--- src/lsu_pkg.sv ---
package lsu_pkg;

  // ====================
  // widths
  // ====================

  localparam int xlen = 32;  // data and address width
  localparam int strb_w = xlen / 8;  // one strobe bit per byte lane
  localparam int axi_resp_w = 2;

  // ====================
  // data memory
  // ====================

  localparam int ram_words = 256;
  localparam int ram_aw = $clog2(ram_words);  // word index width, byte offset excluded

  localparam logic [axi_resp_w-1:0] resp_okay = 2'b00;

  // ====================
  // access size
  // ====================

  // encoded the same way as the low two bits of AXI arsize/awsize
  typedef enum logic [1:0] {
    size_byte = 2'd0,
    size_half = 2'd1,
    size_word = 2'd2
  } mem_size_e;

  // AXI size field for a single beat of the given access
  function automatic logic [2:0] axi_size(mem_size_e size);
    logic [2:0] code;
    case (size)
      size_byte: code = 3'd0;
      size_half: code = 3'd1;
      default:   code = 3'd2;
    endcase
    return code;
  endfunction

  // byte-lane mask of an access that starts at lane 0
  function automatic logic [strb_w-1:0] base_strobe(mem_size_e size);
    logic [strb_w-1:0] mask;
    case (size)
      size_byte: mask = strb_w'(4'b0001);
      size_half: mask = strb_w'(4'b0011);
      default:   mask = '1;
    endcase
    return mask;
  endfunction

endpackage
--- src/lsu_write_channel.sv ---
`timescale 1ns/1ns

module lsu_write_channel (
  input  logic                          clock,
  input  logic                          reset,
  input  logic                          wr_start,
  input  logic [lsu_pkg::xlen-1:0]       op_addr,
  input  logic [lsu_pkg::xlen-1:0]       op_wsrc,
  input  lsu_pkg::mem_size_e            op_size,
  input  logic                          awready,
  input  logic                          wready,
  input  logic [lsu_pkg::axi_resp_w-1:0] bresp,
  input  logic                          bvalid,
  output logic                          awvalid,
  output logic [lsu_pkg::xlen-1:0]       awaddr,
  output logic [2:0]                    awsize,
  output logic                          wvalid,
  output logic [lsu_pkg::xlen-1:0]       wdata,
  output logic [lsu_pkg::strb_w-1:0]     wstrb,
  output logic                          bready,
  output logic                          wr_done
);
  import lsu_pkg::*;

  logic aw_fire;
  logic w_fire;

  assign aw_fire = awvalid & awready;
  assign w_fire  = wvalid & wready;

  // ====================
  // handshake
  // ====================

  // address and data rise together, each falls on its own transfer
  always_ff @(posedge clock) begin
    if (reset) begin
      awvalid <= 1'b0;
      wvalid  <= 1'b0;
      bready  <= 1'b0;
    end else begin
      if (wr_start) begin
        awvalid <= 1'b1;
        wvalid  <= 1'b1;
      end else begin
        if (aw_fire) awvalid <= 1'b0;
        if (w_fire) wvalid <= 1'b0;
      end
      if (w_fire) begin
        bready <= 1'b1;  // response is only wanted once the data beat is gone
      end else if (bready && bvalid) begin
        bready <= 1'b0;
      end
    end
  end

  // a slave error still ends the store, the stage has no trap for it
  assign wr_done = bready & bvalid;

  // ====================
  // lane placement
  // ====================

  assign awaddr = op_addr;
  assign awsize = axi_size(op_size);
  assign wdata  = op_wsrc << {op_addr[1:0], 3'b000};
  assign wstrb  = base_strobe(op_size) << op_addr[1:0];

endmodule

--- config.mk ---
export PLATFORM = sky130hd
export DESIGN_NAME = lsu_write_channel
export DESIGN_NICKNAME = d
export VERILOG_FILES = /design/src/lsu_pkg.sv /design/src/lsu_write_channel.sv
export SDC_FILE = /design/constraint.sdc
export NUM_CORES = 1
export LEC_CHECK = 0
export ABC_AREA = 1
export BUFFER_PORTS_ARGS = -buffer_cell sky130_fd_sc_hd__buf_2
export CORE_UTILIZATION = 34
export CTS_CLUSTER_SIZE = 10
export DETAILED_ROUTE_END_ITERATION = 16
export GPL_ROUTABILITY_DRIVEN = 0
export PLACE_DENSITY = 0.87
export SLEW_MARGIN = 30
export SYNTH_ARGS = -nofsm -noshare
export SYNTH_HDL_FRONTEND = slang
export SYNTH_SLANG_ARGS = --single-unit
--- constraint.sdc ---
create_clock -name clock -period 1.45 [get_ports clock]
set_input_delay 0.0725 -clock clock [delete_from_list [all_inputs] [get_ports clock]]
set_output_delay 0.0725 -clock clock [all_outputs]
set_load 0.1 [all_outputs]
Yosys cells after proc, flatten, opt, wreduce, memory -nomap -nowiden --
Cells that the tools add are included.
Word-level totals: register bits 3, logic and storage cells 22, output and inout bits 75, input bits 74
Operators by class: reductions and logical operators 5, muxes and demuxes 8, bitwise logic cells 3, shift-type cells 2, equal/unequal tests 1
Operator list (number):
- $shl A32 B5 Y32 | 1
- $pmux W4 S2 | 1
- $mux W1 | 6
- $reduce_bool A2 Y1 | 3
- $pmux W2 S2 | 1
- $shl A4 B2 Y4 | 1
- $and A1 B1 Y1 | 3
- $eq A2 B1 Y1 const B | 1
- $logic_not A2 Y1 | 1
- $logic_and A1 B1 Y1 | 1

Logic depth before layout (Yosys ltp) --
word-level depth 3, gate-level depth with buffers 5, depth with buffers taken out 4

Least setup slack after synthesis --
Ideal clock, no wire load.
path kind input to output, start input op_addr[0] (netlist name), end output wdata[15] (netlist name), buffers on the path 2, arrival time 1695 ps, data required time 1378 ps, slack -318 ps, stages 5, cells stage by stage buf_6 > buf_8 > nand2_2 > nand2_1 > nor2_1
Between the ends: cells in the longest elaborated chain, start to end 1
RTL lines:
- start, declared | RTL line lsu_write_channel.sv:7 | input logic [lsu_pkg::xlen-1:0] op_addr,
- $shl A32 B5 Y32 | RTL line lsu_write_channel.sv:66 | assign wdata = op_wsrc << {op_addr[1:0], 3'b000};
- end, declared | RTL line lsu_write_channel.sv:18 | output logic [lsu_pkg::xlen-1:0] wdata,
No other way between the ends.

Final worst setup path --
start input op_addr[0] (netlist name), end output wstrb[0] (netlist name)
Between the ends: cells in the longest elaborated chain, start to end 1
RTL lines:
- $shl A4 B2 Y4 | RTL line lsu_write_channel.sv:67 | assign wstrb = base_strobe(op_size) << op_addr[1:0];
- end, declared | RTL line lsu_write_channel.sv:19 | output logic [lsu_pkg::strb_w-1:0] wstrb,
No other way between the ends.

==> flow_summary.ini <==
[logic_synthesis]
ys_ff_latch = 3
syn-num-nets = 299
synth-edff-count = 0
synth_top_area_share_pct = 27.8
yosysSeqAreaShare_pct = 5.35
syn-cell-area_mm2 = 0.00112
ys_warn_count = 0
avgSynthCellArea_um2 = 4.99
async_flop_share_pct = 0
yosysTopAreaCell = nand2_1
synthCells = 225
synth_commonest_cells = nand2_1 (83), inv_1 (39), buf_4 (37)
yosysMostFrequentCell = nand2_1
synth.distinct_cells = 17
synthFlopType = dfxtp_1
synthTopCellsByArea = nand2_1 (28%), buf_4 (25%), inv_1 (13%), nand3_1 (11%), nor2_1 (6.7%)

[run_status]
run_status = completed

[setup_path]
crit_chain = buf_2 -> inv_2 -> nand2_2 -> inv_1 -> buf_2
endpoint = wstrb[0]
crit_top_cell = buf_2
max_stage_delay_ns = 0.42
rr_endpoint = bready
endpoint_kind = output port
cp.arrival_ns = 1.10
rr_startpoint = wvalid
cpMaxStageDelayCell = buf_2
required_ns = 1.38
regToRegSetupSlack_ns = 0.82
cp_max_fo = 14
startpoint = op_addr[0]
path_class = in2out
reg2reg_depth = 2
start_kind = input pin

[cts]
cts_resized = 0
htreeDepth = 1
cts_sinks = 3
clockBufferDepth = 2
cts_root_buf = clkbuf_4
path_clk_slew_ns = 0.04
numCtsBuffers = 3
hold_buffers = 0
cts_setup_buffers = 0
cts_tree = yes
worstSkewPairLatency_ns = 0.23

[sta]
finClkSkew_ns = 0.0000133
timing.final.hold_violations = 0
fmax_mhz = 850
fin_crit_ns = 1.18
rsz0062_at_grt = false
finalSetupViolations = 0
min_period_over_period_pct = 81.1
slew_violations = 0

[pwr]
internal-power_uw = 587
p_leak_uw = 0.00115
sw_frac_of_total_pct = 61.3
finalPower_uw = 1520
clockPowerShare_pct = 9.7
max-vdd-ir-drop_uv = 450
combPwrFrac_pct = 84.3
p_seq_share_pct = 6.1
p_sw_uw = 928
powerDensity_mw_per_mm2 = 794

[global_route]
grt_pass1_wl_mm = 5.73
grt_overflow = 0
antenna_found_initial = 0
grt_start_max_net_pins = 21
grt_pass1_vias = 1345
track_usage_pct = 21.1

[floorplan]
die_area_mm2 = 0.00353
placementRows = 20
start_util_pct = 36.2
die_w_um = 59.5
core_area_mm2 = 0.00310
io_pins = 149
die_y_um = 59.5

[place]
dpl.cell_count = 317
placed_area_mm2 = 0.00188
place_hpwl_mm = 2.91
port_buffers = 85

[drt]
drtPass1Iterations = 6
wl_per_cell_um = 11.3
drc_errors = 0
routed_wl_mm = 3.62
ant_nets = 0
drtIter0Drc = 122
routed_via_density = 4.50
num_vias = 1443

[job]
cap_violations = 0

[cells_and_area]
fin_area_mm2 = 0.00191
layout-drive-gt1-share_pct = 40.8
area_growth_pct = 70.1
nNetsFinal = 352
instances_no_fill = 321
post-route-util_pct = 61.5
diodes = 0

[min_path]
holdCritPathClass = in2reg
[through the flow]
step,setup WS [ns],hold WS (ns),setup TNS (ns)
after floorplan,-0.299,0.134,-2.39
after global placement,0.279,0.146,0
after detailed placement,0.260,0.146,0
after CTS,0.265,0.0310,0
after global routing,0.206,0.0454,0
final,0.274,0.0348,0
[layout make-up]
type / count / area, um^2
inverter: 41 / 154
tap: 44 / 55.1
timing repair buffer: 90 / 1000
clock buffer: 4 / 26.3
multi-input combinational: 139 / 609
fill: 285 / 1190
sequential: 3 / 61.3
[power groups by stage]
stage / clock, uW / combinational (uW) / sequential, uW
3_5_place_dp: 0 / 1280 / 93.0
4_1_cts: 152 / 1280 / 91.9
6_report: 147 / 1280 / 91.8
5_1_grt: 157 / 1330 / 92.1
2_1_floorplan: 0 / 1200 / 127
3_3_place_gp: 0 / 1260 / 92.5
[how the worst min path moves through the flow]
stage	depth (start not counted)	from	slack, ns	to
after global routing	2	reset	0.05	bready
after detailed placement	0	op_addr[12]	0.15	awaddr[12]
after floorplan	1	reset	0.13	bready
final	2	reset	0.03	awvalid
after CTS	2	reset	0.03	awvalid
after global placement	0	op_addr[12]	0.15	awaddr[12]
[cell usage in the layout (no fill, tap or decap)]
master / Yosys / routed
nand2_1: 83 / 83
buf_2: 1 / 49
inv_1: 39 / 39
buf_12: 0 / 36
nand3_1: 24 / 24
nor2_1: 20 / 10
nor2_2: 0 / 10
nand2_2: 5 / 5
buf_4: 37 / 5
a21oi_1: 3 / 3
clkbuf_4: 0 / 3
inv_2: 2 / 2
dfxtp_1: 3 / 2
nor3_1: 1 / 1
a21boi_2: 1 / 1
nor2_4: 1 / 1
conb_1: 1 / 1
dfxtp_2: 0 / 1
clkbuf_1: 1 / 1
[critical path: cells and delay by family]
kind / cells / cell delay (ns)
and+or+nand+nor: 1 / 0.21
buffers and inverters: 4 / 0.82
[sequential cells by signal (all words and copies together), names as in the netlist]
register,count
awvalid,1
bready,1
wvalid,1
[cells by family after synthesis]
family,count (synthesis),share of synthesized area (%)
AOI/OAI and AO/OA,4,2.34
and+or+nand+nor,134,49.4
DFF,3,5.35
buffers and inverters,83,42.6
other,1,0.334
[metal layers]
metal,GRT usage [%],part of all wire [%],vias to the layer above
met5,0,0,-
met4,10.2,1.6,0
met3,9.17,14,12
met2,37.4,50,93
met1,20.8,35,611
li1,-,-,727
No activity file was read; power rests on OpenSTA's default activity.
