==> config.mk <==
export PLATFORM = sky130hd
export DESIGN_NAME = lsu_read_channel
export DESIGN_NICKNAME = d
export VERILOG_FILES = /design/src/lsu_pkg.sv /design/src/lsu_read_channel.sv
export SDC_FILE = /design/constraint.sdc
export NUM_CORES = 1
export LEC_CHECK = 0
export ABC_AREA = 0
export BUFFER_PORTS_ARGS = -buffer_cell sky130_fd_sc_hd__buf_2
export CAP_MARGIN = 20
export CORE_ASPECT_RATIO = 1.4
export CORE_MARGIN = 2
export CORE_UTILIZATION = 35
export DETAILED_ROUTE_END_ITERATION = 10
export PLACE_DENSITY = 0.94
export SLEW_MARGIN = 5
export SYNTH_ARGS = -nofsm -noshare
export SYNTH_HDL_FRONTEND = slang
export SYNTH_SLANG_ARGS = --single-unit
==> constraint.sdc <==
create_clock -name clock -period 1.32 [get_ports clock]
set_input_delay 0.066 -clock clock [delete_from_list [all_inputs] [get_ports clock]]
set_output_delay 0.066 -clock clock [all_outputs]
set_load 0.1 [all_outputs]
==> src/lsu_pkg.sv <==
package lsu_pkg;

  // ====================
  // widths
  // ====================

  localparam int xlen = 32;  // data and address width
  localparam int strb_w = xlen / 8;  // one strobe bit per byte lane
  localparam int axi_resp_w = 2;

  // ====================
  // data memory
  // ====================

  localparam int ram_words = 256;
  localparam int ram_aw = $clog2(ram_words);  // word index width, byte offset excluded

  localparam logic [axi_resp_w-1:0] resp_okay = 2'b00;

  // ====================
  // access size
  // ====================

  // encoded the same way as the low two bits of AXI arsize/awsize
  typedef enum logic [1:0] {
    size_byte = 2'd0,
    size_half = 2'd1,
    size_word = 2'd2
  } mem_size_e;

  // AXI size field for a single beat of the given access
  function automatic logic [2:0] axi_size(mem_size_e size);
    logic [2:0] code;
    case (size)
      size_byte: code = 3'd0;
      size_half: code = 3'd1;
      default:   code = 3'd2;
    endcase
    return code;
  endfunction

  // byte-lane mask of an access that starts at lane 0
  function automatic logic [strb_w-1:0] base_strobe(mem_size_e size);
    logic [strb_w-1:0] mask;
    case (size)
      size_byte: mask = strb_w'(4'b0001);
      size_half: mask = strb_w'(4'b0011);
      default:   mask = '1;
    endcase
    return mask;
  endfunction

endpackage
==> src/lsu_read_channel.sv <==
`timescale 1ns/1ns

module lsu_read_channel (
  input  logic                          clock,
  input  logic                          reset,
  input  logic                          rd_start,
  input  logic [lsu_pkg::xlen-1:0]       op_addr,
  input  lsu_pkg::mem_size_e            op_size,
  input  logic                          op_sext,
  input  logic                          arready,
  input  logic [lsu_pkg::xlen-1:0]       rdata,
  input  logic [lsu_pkg::axi_resp_w-1:0] rresp,
  input  logic                          rvalid,
  output logic                          arvalid,
  output logic [lsu_pkg::xlen-1:0]       araddr,
  output logic [2:0]                    arsize,
  output logic                          rready,
  output logic                          rd_done,
  output logic [lsu_pkg::xlen-1:0]       load_data
);
  import lsu_pkg::*;

  typedef enum logic [1:0] {
    st_idle,
    st_addr,
    st_data
  } rd_state_e;

  rd_state_e state;
  logic [xlen-1:0] shifted;
  logic [xlen-1:0] beat;

  always_ff @(posedge clock) begin
    if (reset) begin
      state <= st_idle;
    end else begin
      case (state)
        st_idle: if (rd_start) state <= st_addr;
        st_addr: if (arready) state <= st_data;  // AR transfer on this edge
        st_data: if (rvalid) state <= st_idle;
        default: state <= st_idle;
      endcase
    end
  end

  assign arvalid = (state == st_addr);
  assign rready  = (state == st_data);
  assign araddr  = op_addr;
  assign arsize  = axi_size(op_size);
  assign rd_done = rready & rvalid;

  // error responses complete the access but return zero data
  assign beat    = (rresp == resp_okay) ? rdata : '0;
  assign shifted = beat >> {op_addr[1:0], 3'b000};

  always_comb begin
    case (op_size)
      size_byte: load_data = {{(xlen - 8){op_sext & shifted[7]}}, shifted[7:0]};
      size_half: load_data = {{(xlen - 16){op_sext & shifted[15]}}, shifted[15:0]};
      default:   load_data = shifted;
    endcase
  end

endmodule

* Word level (Yosys, flattened, before mapping)
Cells that the tools add are included.
** Operators by class
- Equality and inequality tests :: 6
- Shift-type cells :: 1
- Mux-type cells :: 7
- Bitwise gates (word level) :: 3
- Reduce and logical (&&, ||, !) cells :: 4
** Operators by type and width (number)
- $pmux 32 s2 :: 1
- $mux 32 :: 1
- $shr 32x5->32 :: 1
- $logic_not 2->1 :: 3
- $mux 2 :: 3
- $ne 2x2->1 const B :: 3
- $pmux 2 s3 :: 1
- $eq 2x1->1 const B :: 2
- $pmux 2 s2 :: 1
- $and 1x1->1 :: 3
- $reduce_and 3->1 :: 1
- $eq 2x2->1 const B :: 1
** Word-level totals
- Register bits :: 2
- Bits of input ports :: 74
- Output and inout bits :: 70
- Logic and storage cells :: 22

* Logic depth before layout (Yosys ltp)
- Depth in word-level cells :: 5
- Mapped depth :: 6
- Depth with buffers taken out :: 3

* Least setup slack after synthesis
No wires, ideal clock.
- Path type :: input to output
- From :: input port op_size[1]
- To :: output port load_data[22] (netlist bit)
- Data arrival time :: 3670 ps
- Required time :: 1254 ps
- Setup slack :: -2416 ps
- Stages :: 4
- Buffers on the path :: 1
- Cells stage by stage :: nor2b_1 -> nand2_1 -> clkbuf_1 -> o221ai_1
** Between the ends
- Longest elaborated chain between the ends :: 2
- Elaborated cells on any way between the ends :: 3
- Those cells by class :: 1 x eq/ne; 1 x mux; 1 x reduce/logical
** RTL lines
- start: declaration :: RTL line lsu_read_channel.sv:8 : input lsu_pkg::mem_size_e op_size,
- $eq 2x1->1 or $logic_not 2->1 (tied branches) :: RTL line lsu_read_channel.sv:57 : case (op_size)
- $pmux 32 s2 (*) :: RTL line lsu_read_channel.sv:57
- end: declaration :: RTL line lsu_read_channel.sv:19 : output logic [lsu_pkg::xlen-1:0] load_data
Mark *: on every way between the ends. The rest lies on a longest branch, timed or not.

* Worst setup path in the final report
- From :: input port rresp[1] (netlist bit)
- To :: output port load_data[24] (netlist bit)
** Between the ends
- Longest elaborated chain between the ends :: 5
- Elaborated cells on any way between the ends :: 6
- Those cells by class :: 1 x shift; 2 x mux; 2 x bitwise; 1 x reduce/logical
** RTL lines
- start: declaration :: RTL line lsu_read_channel.sv:12 : input logic [lsu_pkg::axi_resp_w-1:0] rresp,
- $logic_not 2->1 (*) :: RTL line lsu_read_channel.sv:53 : assign beat = (rresp == resp_okay) ? rdata : '0;
- $mux 32 (*) :: RTL line lsu_read_channel.sv:53
- $shr 32x5->32 (*) :: RTL line lsu_read_channel.sv:54 : assign shifted = beat >> {op_addr[1:0], 3'b000};
- $and 1x1->1, on equally long branches :: RTL line lsu_read_channel.sv:59, lsu_read_channel.sv:58
- $pmux 32 s2 (*) :: RTL line lsu_read_channel.sv:57
Marks and branches as above.

==> metrics.yaml <==
finish:
  drive_above_1_share_pct: 85.7
  top_regs: "state (2)"
  fin_nets: 320
  diodes: 0
  largest_register: "state"
  area_delta_synth_final_pct: 151
  largest_reg_flops: 2
  fin_cells: 284
timing:
  skew_ns: 0.00541
  maxSlewHeadroom_pct: 65.8
  setup_viol: 25
  hold_viol_final: 0
  fin_crit_ns: 1.51
  tightest_slew_ns: 0.517
  rsz0062_at_grt: "true"
  layout_worst_path_cycle_share_pct: 114
  fin_ws_ns: -0.186
  fmax_ghz: 0.664
  final_max_slew_viol_count: 0
worst_hold_path:
  min_path_type: "in -> reg"
  hold_path_depth: 2
detailed_routing:
  firstDrtPassIters: 4
  via_per_inst: 6.16
  wl_mm: 7.16
  num_vias: 1750
  wl_per_cell_um: 25.2
  final_antenna_net_count: 0
  drc: 0
  first_iter_violations: 81
synthesis:
  ys_types: 27
  ys_seq_area_share_pct: 3.17
  ys_warn_count: 0
  ys_ff_latch: 2
  synthTopCellsByCount: "35 x buf_4, 16 x o221ai_1, 15 x mux2_2"
  synth_nets: 235
  synthFlopType: "dfxtp_1"
  synth_area_leaders: "buf_4 21%, mux2_2 13%, o221ai_1 11%"
  yosysTopAreaCell: "buf_4"
  synth_top_area_share_pct: 20.8
  syn_area_per_cell_um2: 7.84
  async_flop_share_pct: 0
  syn_area_um2: 1260
  synth_edf_count: 0
  synthCells: 161
  yosysMostFrequentCell: "buf_4"
floorplanning:
  die-area_um2: 4110
  die_height_um: 75.1
  ioPinCount: 144
  num_rows: 25
  start_util_pct: 37.0
  die_x_um: 54.8
  core_area_um2: 3410
clock_tree:
  ctsLongestPathBuffers: 2
  clkSinkCount: 2
  cts.reportedPaths.clkPinSlew_ns: 0.03
  numCtsBuffers: 3
  cts_tree: "done"
  htreeDepth: 1
  cts_hold_buffers: 0
  cts_root_buf: "clkbuf_8"
  clkLatencyLatePin_ns: 0.22
placement:
  gp_congestion: 0.745
  dp_hpwl_mm: 4.07
  dp.cells: 268
  dp_slack_ns: -0.293
  portBuffers: 82
worst_setup_path:
  critPathRequiredTime_ns: 1.25
  endpoint: "load_data[24]"
  worstSetupStartpointType: "input port"
  crit_type: "in -> out"
  crit_fanout: 5
  r2r_slack_ns: 0.42
  timing.rr.start: "state[0]"
  crit_arrival_ns: 1.44
  reg2reg_to: "state[1]"
  critPathCaptureType: "output pin"
  rr_worst_depth: 3
  critical_path.startpoint: "rresp[1]"
power_and_ir_drop:
  p_leak_nw: 1.25
  switching_share_pct: 52.4
  comb_power_share_pct: 80.9
  switching_power_mw: 0.906
  p_int_mw: 0.824
  power_frac_seq_pct: 4.1
  power.density_nw_per_um2: 545
  p_clk_share_pct: 15.1
  p_total_mw: 1.73
  ir_worst_vdd_mv: 0.726
global_route:
  grt_max_degree: 20
  grt_pass1_wl_mm: 9.17
  grt_pass1_vias: 1763
  grt_overflow: 0
  grt_usage_pct: 31.0
  antenna_found_initial: 0
outcome:
  violations: "setup timing"
  status: "finished with violations"
flow_run:
  drv_cap: 0
==> metal layers <==
layer / wire length [um] / global-route usage, % / vias to the layer above
li1: - / - / 737
met1: 2320 / 31.2 / 840
met2: 3860 / 59.7 / 117
met3: 502 / 3.77 / 56
met4: 477 / 14.7 / 0
met5: 0 / 0 / -
==> worst min-delay path by stage <==
stage,from,to
after floorplan,reset,state[1]
after global routing,reset,state[1]
final,reset,state[1]
after detailed placement,op_addr[31],araddr[31]
after CTS,reset,state[1]
after global placement,op_addr[31],araddr[31]
==> power by group through the flow <==
stage               Clock (mW)  Sequential [mW]  Combinational, mW
finish                   0.260           0.0704               1.40
global route             0.268           0.0709               1.43
floorplan                    0           0.0700               1.28
CTS                      0.241           0.0706               1.33
global placement             0           0.0703               1.13
detailed placement           0           0.0710               1.16
==> layout by cell type, fill, tap and decap left out, types with 5 or more instances in the layout <==
| cell | n |
|---|---|
| nand2_1 | 8 |
| a22oi_2 | 7 |
| nor2_2 | 5 |
| buf_4 | 26 |
| buf_2 | 42 |
| nand3b_1 | 8 |
| buf_12 | 47 |
| o22ai_4 | 8 |
| buf_6 | 8 |
| a211oi_4 | 7 |
| mux2_4 | 8 |
| mux2i_1 | 7 |
| mux2_2 | 9 |
| o221ai_4 | 16 |
==> worst max-delay path, stage by stage <==
cell and delay, ns:
buf_12 0.12, nor3_4 0.22, buf_6 0.15, a22oi_4 0.08, buf_6 0.13, buf_12 0.13, buf_6 0.11, o221ai_4 0.22
buf_12 0.21
==> cell type report <==
class | instances | area (um^2)
Clock buffer | 3 | 41.3
Timing Repair Buffer | 129 | 1550
Multi-Input combinational cell | 106 | 1470
Tap cell | 40 | 50.0
Inverter | 4 | 15.0
Sequential cell | 2 | 41.3
Fill cell | 107 | 238
==> per-stage QoR <==
| step | utilization, % | TNS (ns) | hold slack [ns] | instance area [um^2] |
|---|---|---|---|---|
| after floorplan | - | -8.53 | 0.131 | 1940 |
| after global placement | 73.5 | -5.36 | 0.133 | 2510 |
| after detailed placement | 73.5 | -6.43 | 0.133 | 2510 |
| after CTS | 90.7 | -1.61 | 0.0253 | 3090 |
| after global routing | 93.0 | -3.15 | 0.0467 | 3170 |
| final | 93.0 | -2.70 | 0.0301 | 3170 |
==> cells by family (layout without fill, tap and decap cells) <==
logic type | Yosys count | after routing | synth area share, %
AO/OA/AOI/OAI | 42 | 42 | 28.2
AND/OR/NAND/NOR | 38 | 38 | 17.3
multiplexers | 25 | 25 | 22.1
other | 1 | 1 | 0.297
buffers and inverters | 53 | 136 | 28.8
flip-flops | 2 | 2 | 3.17
==> what timing repair did <==
item | 4_1_cts | 5_1_grt
pin swaps | 6 | 7
endpoints found under the setup margin | 29 | 26
endpoints found under the hold margin | 0 | 0
gates resized for setup | 100 | 14
buffers inserted | 9 | 3
cloned | 2 | 0
Note: power is estimated with default switching activity, not from simulation.
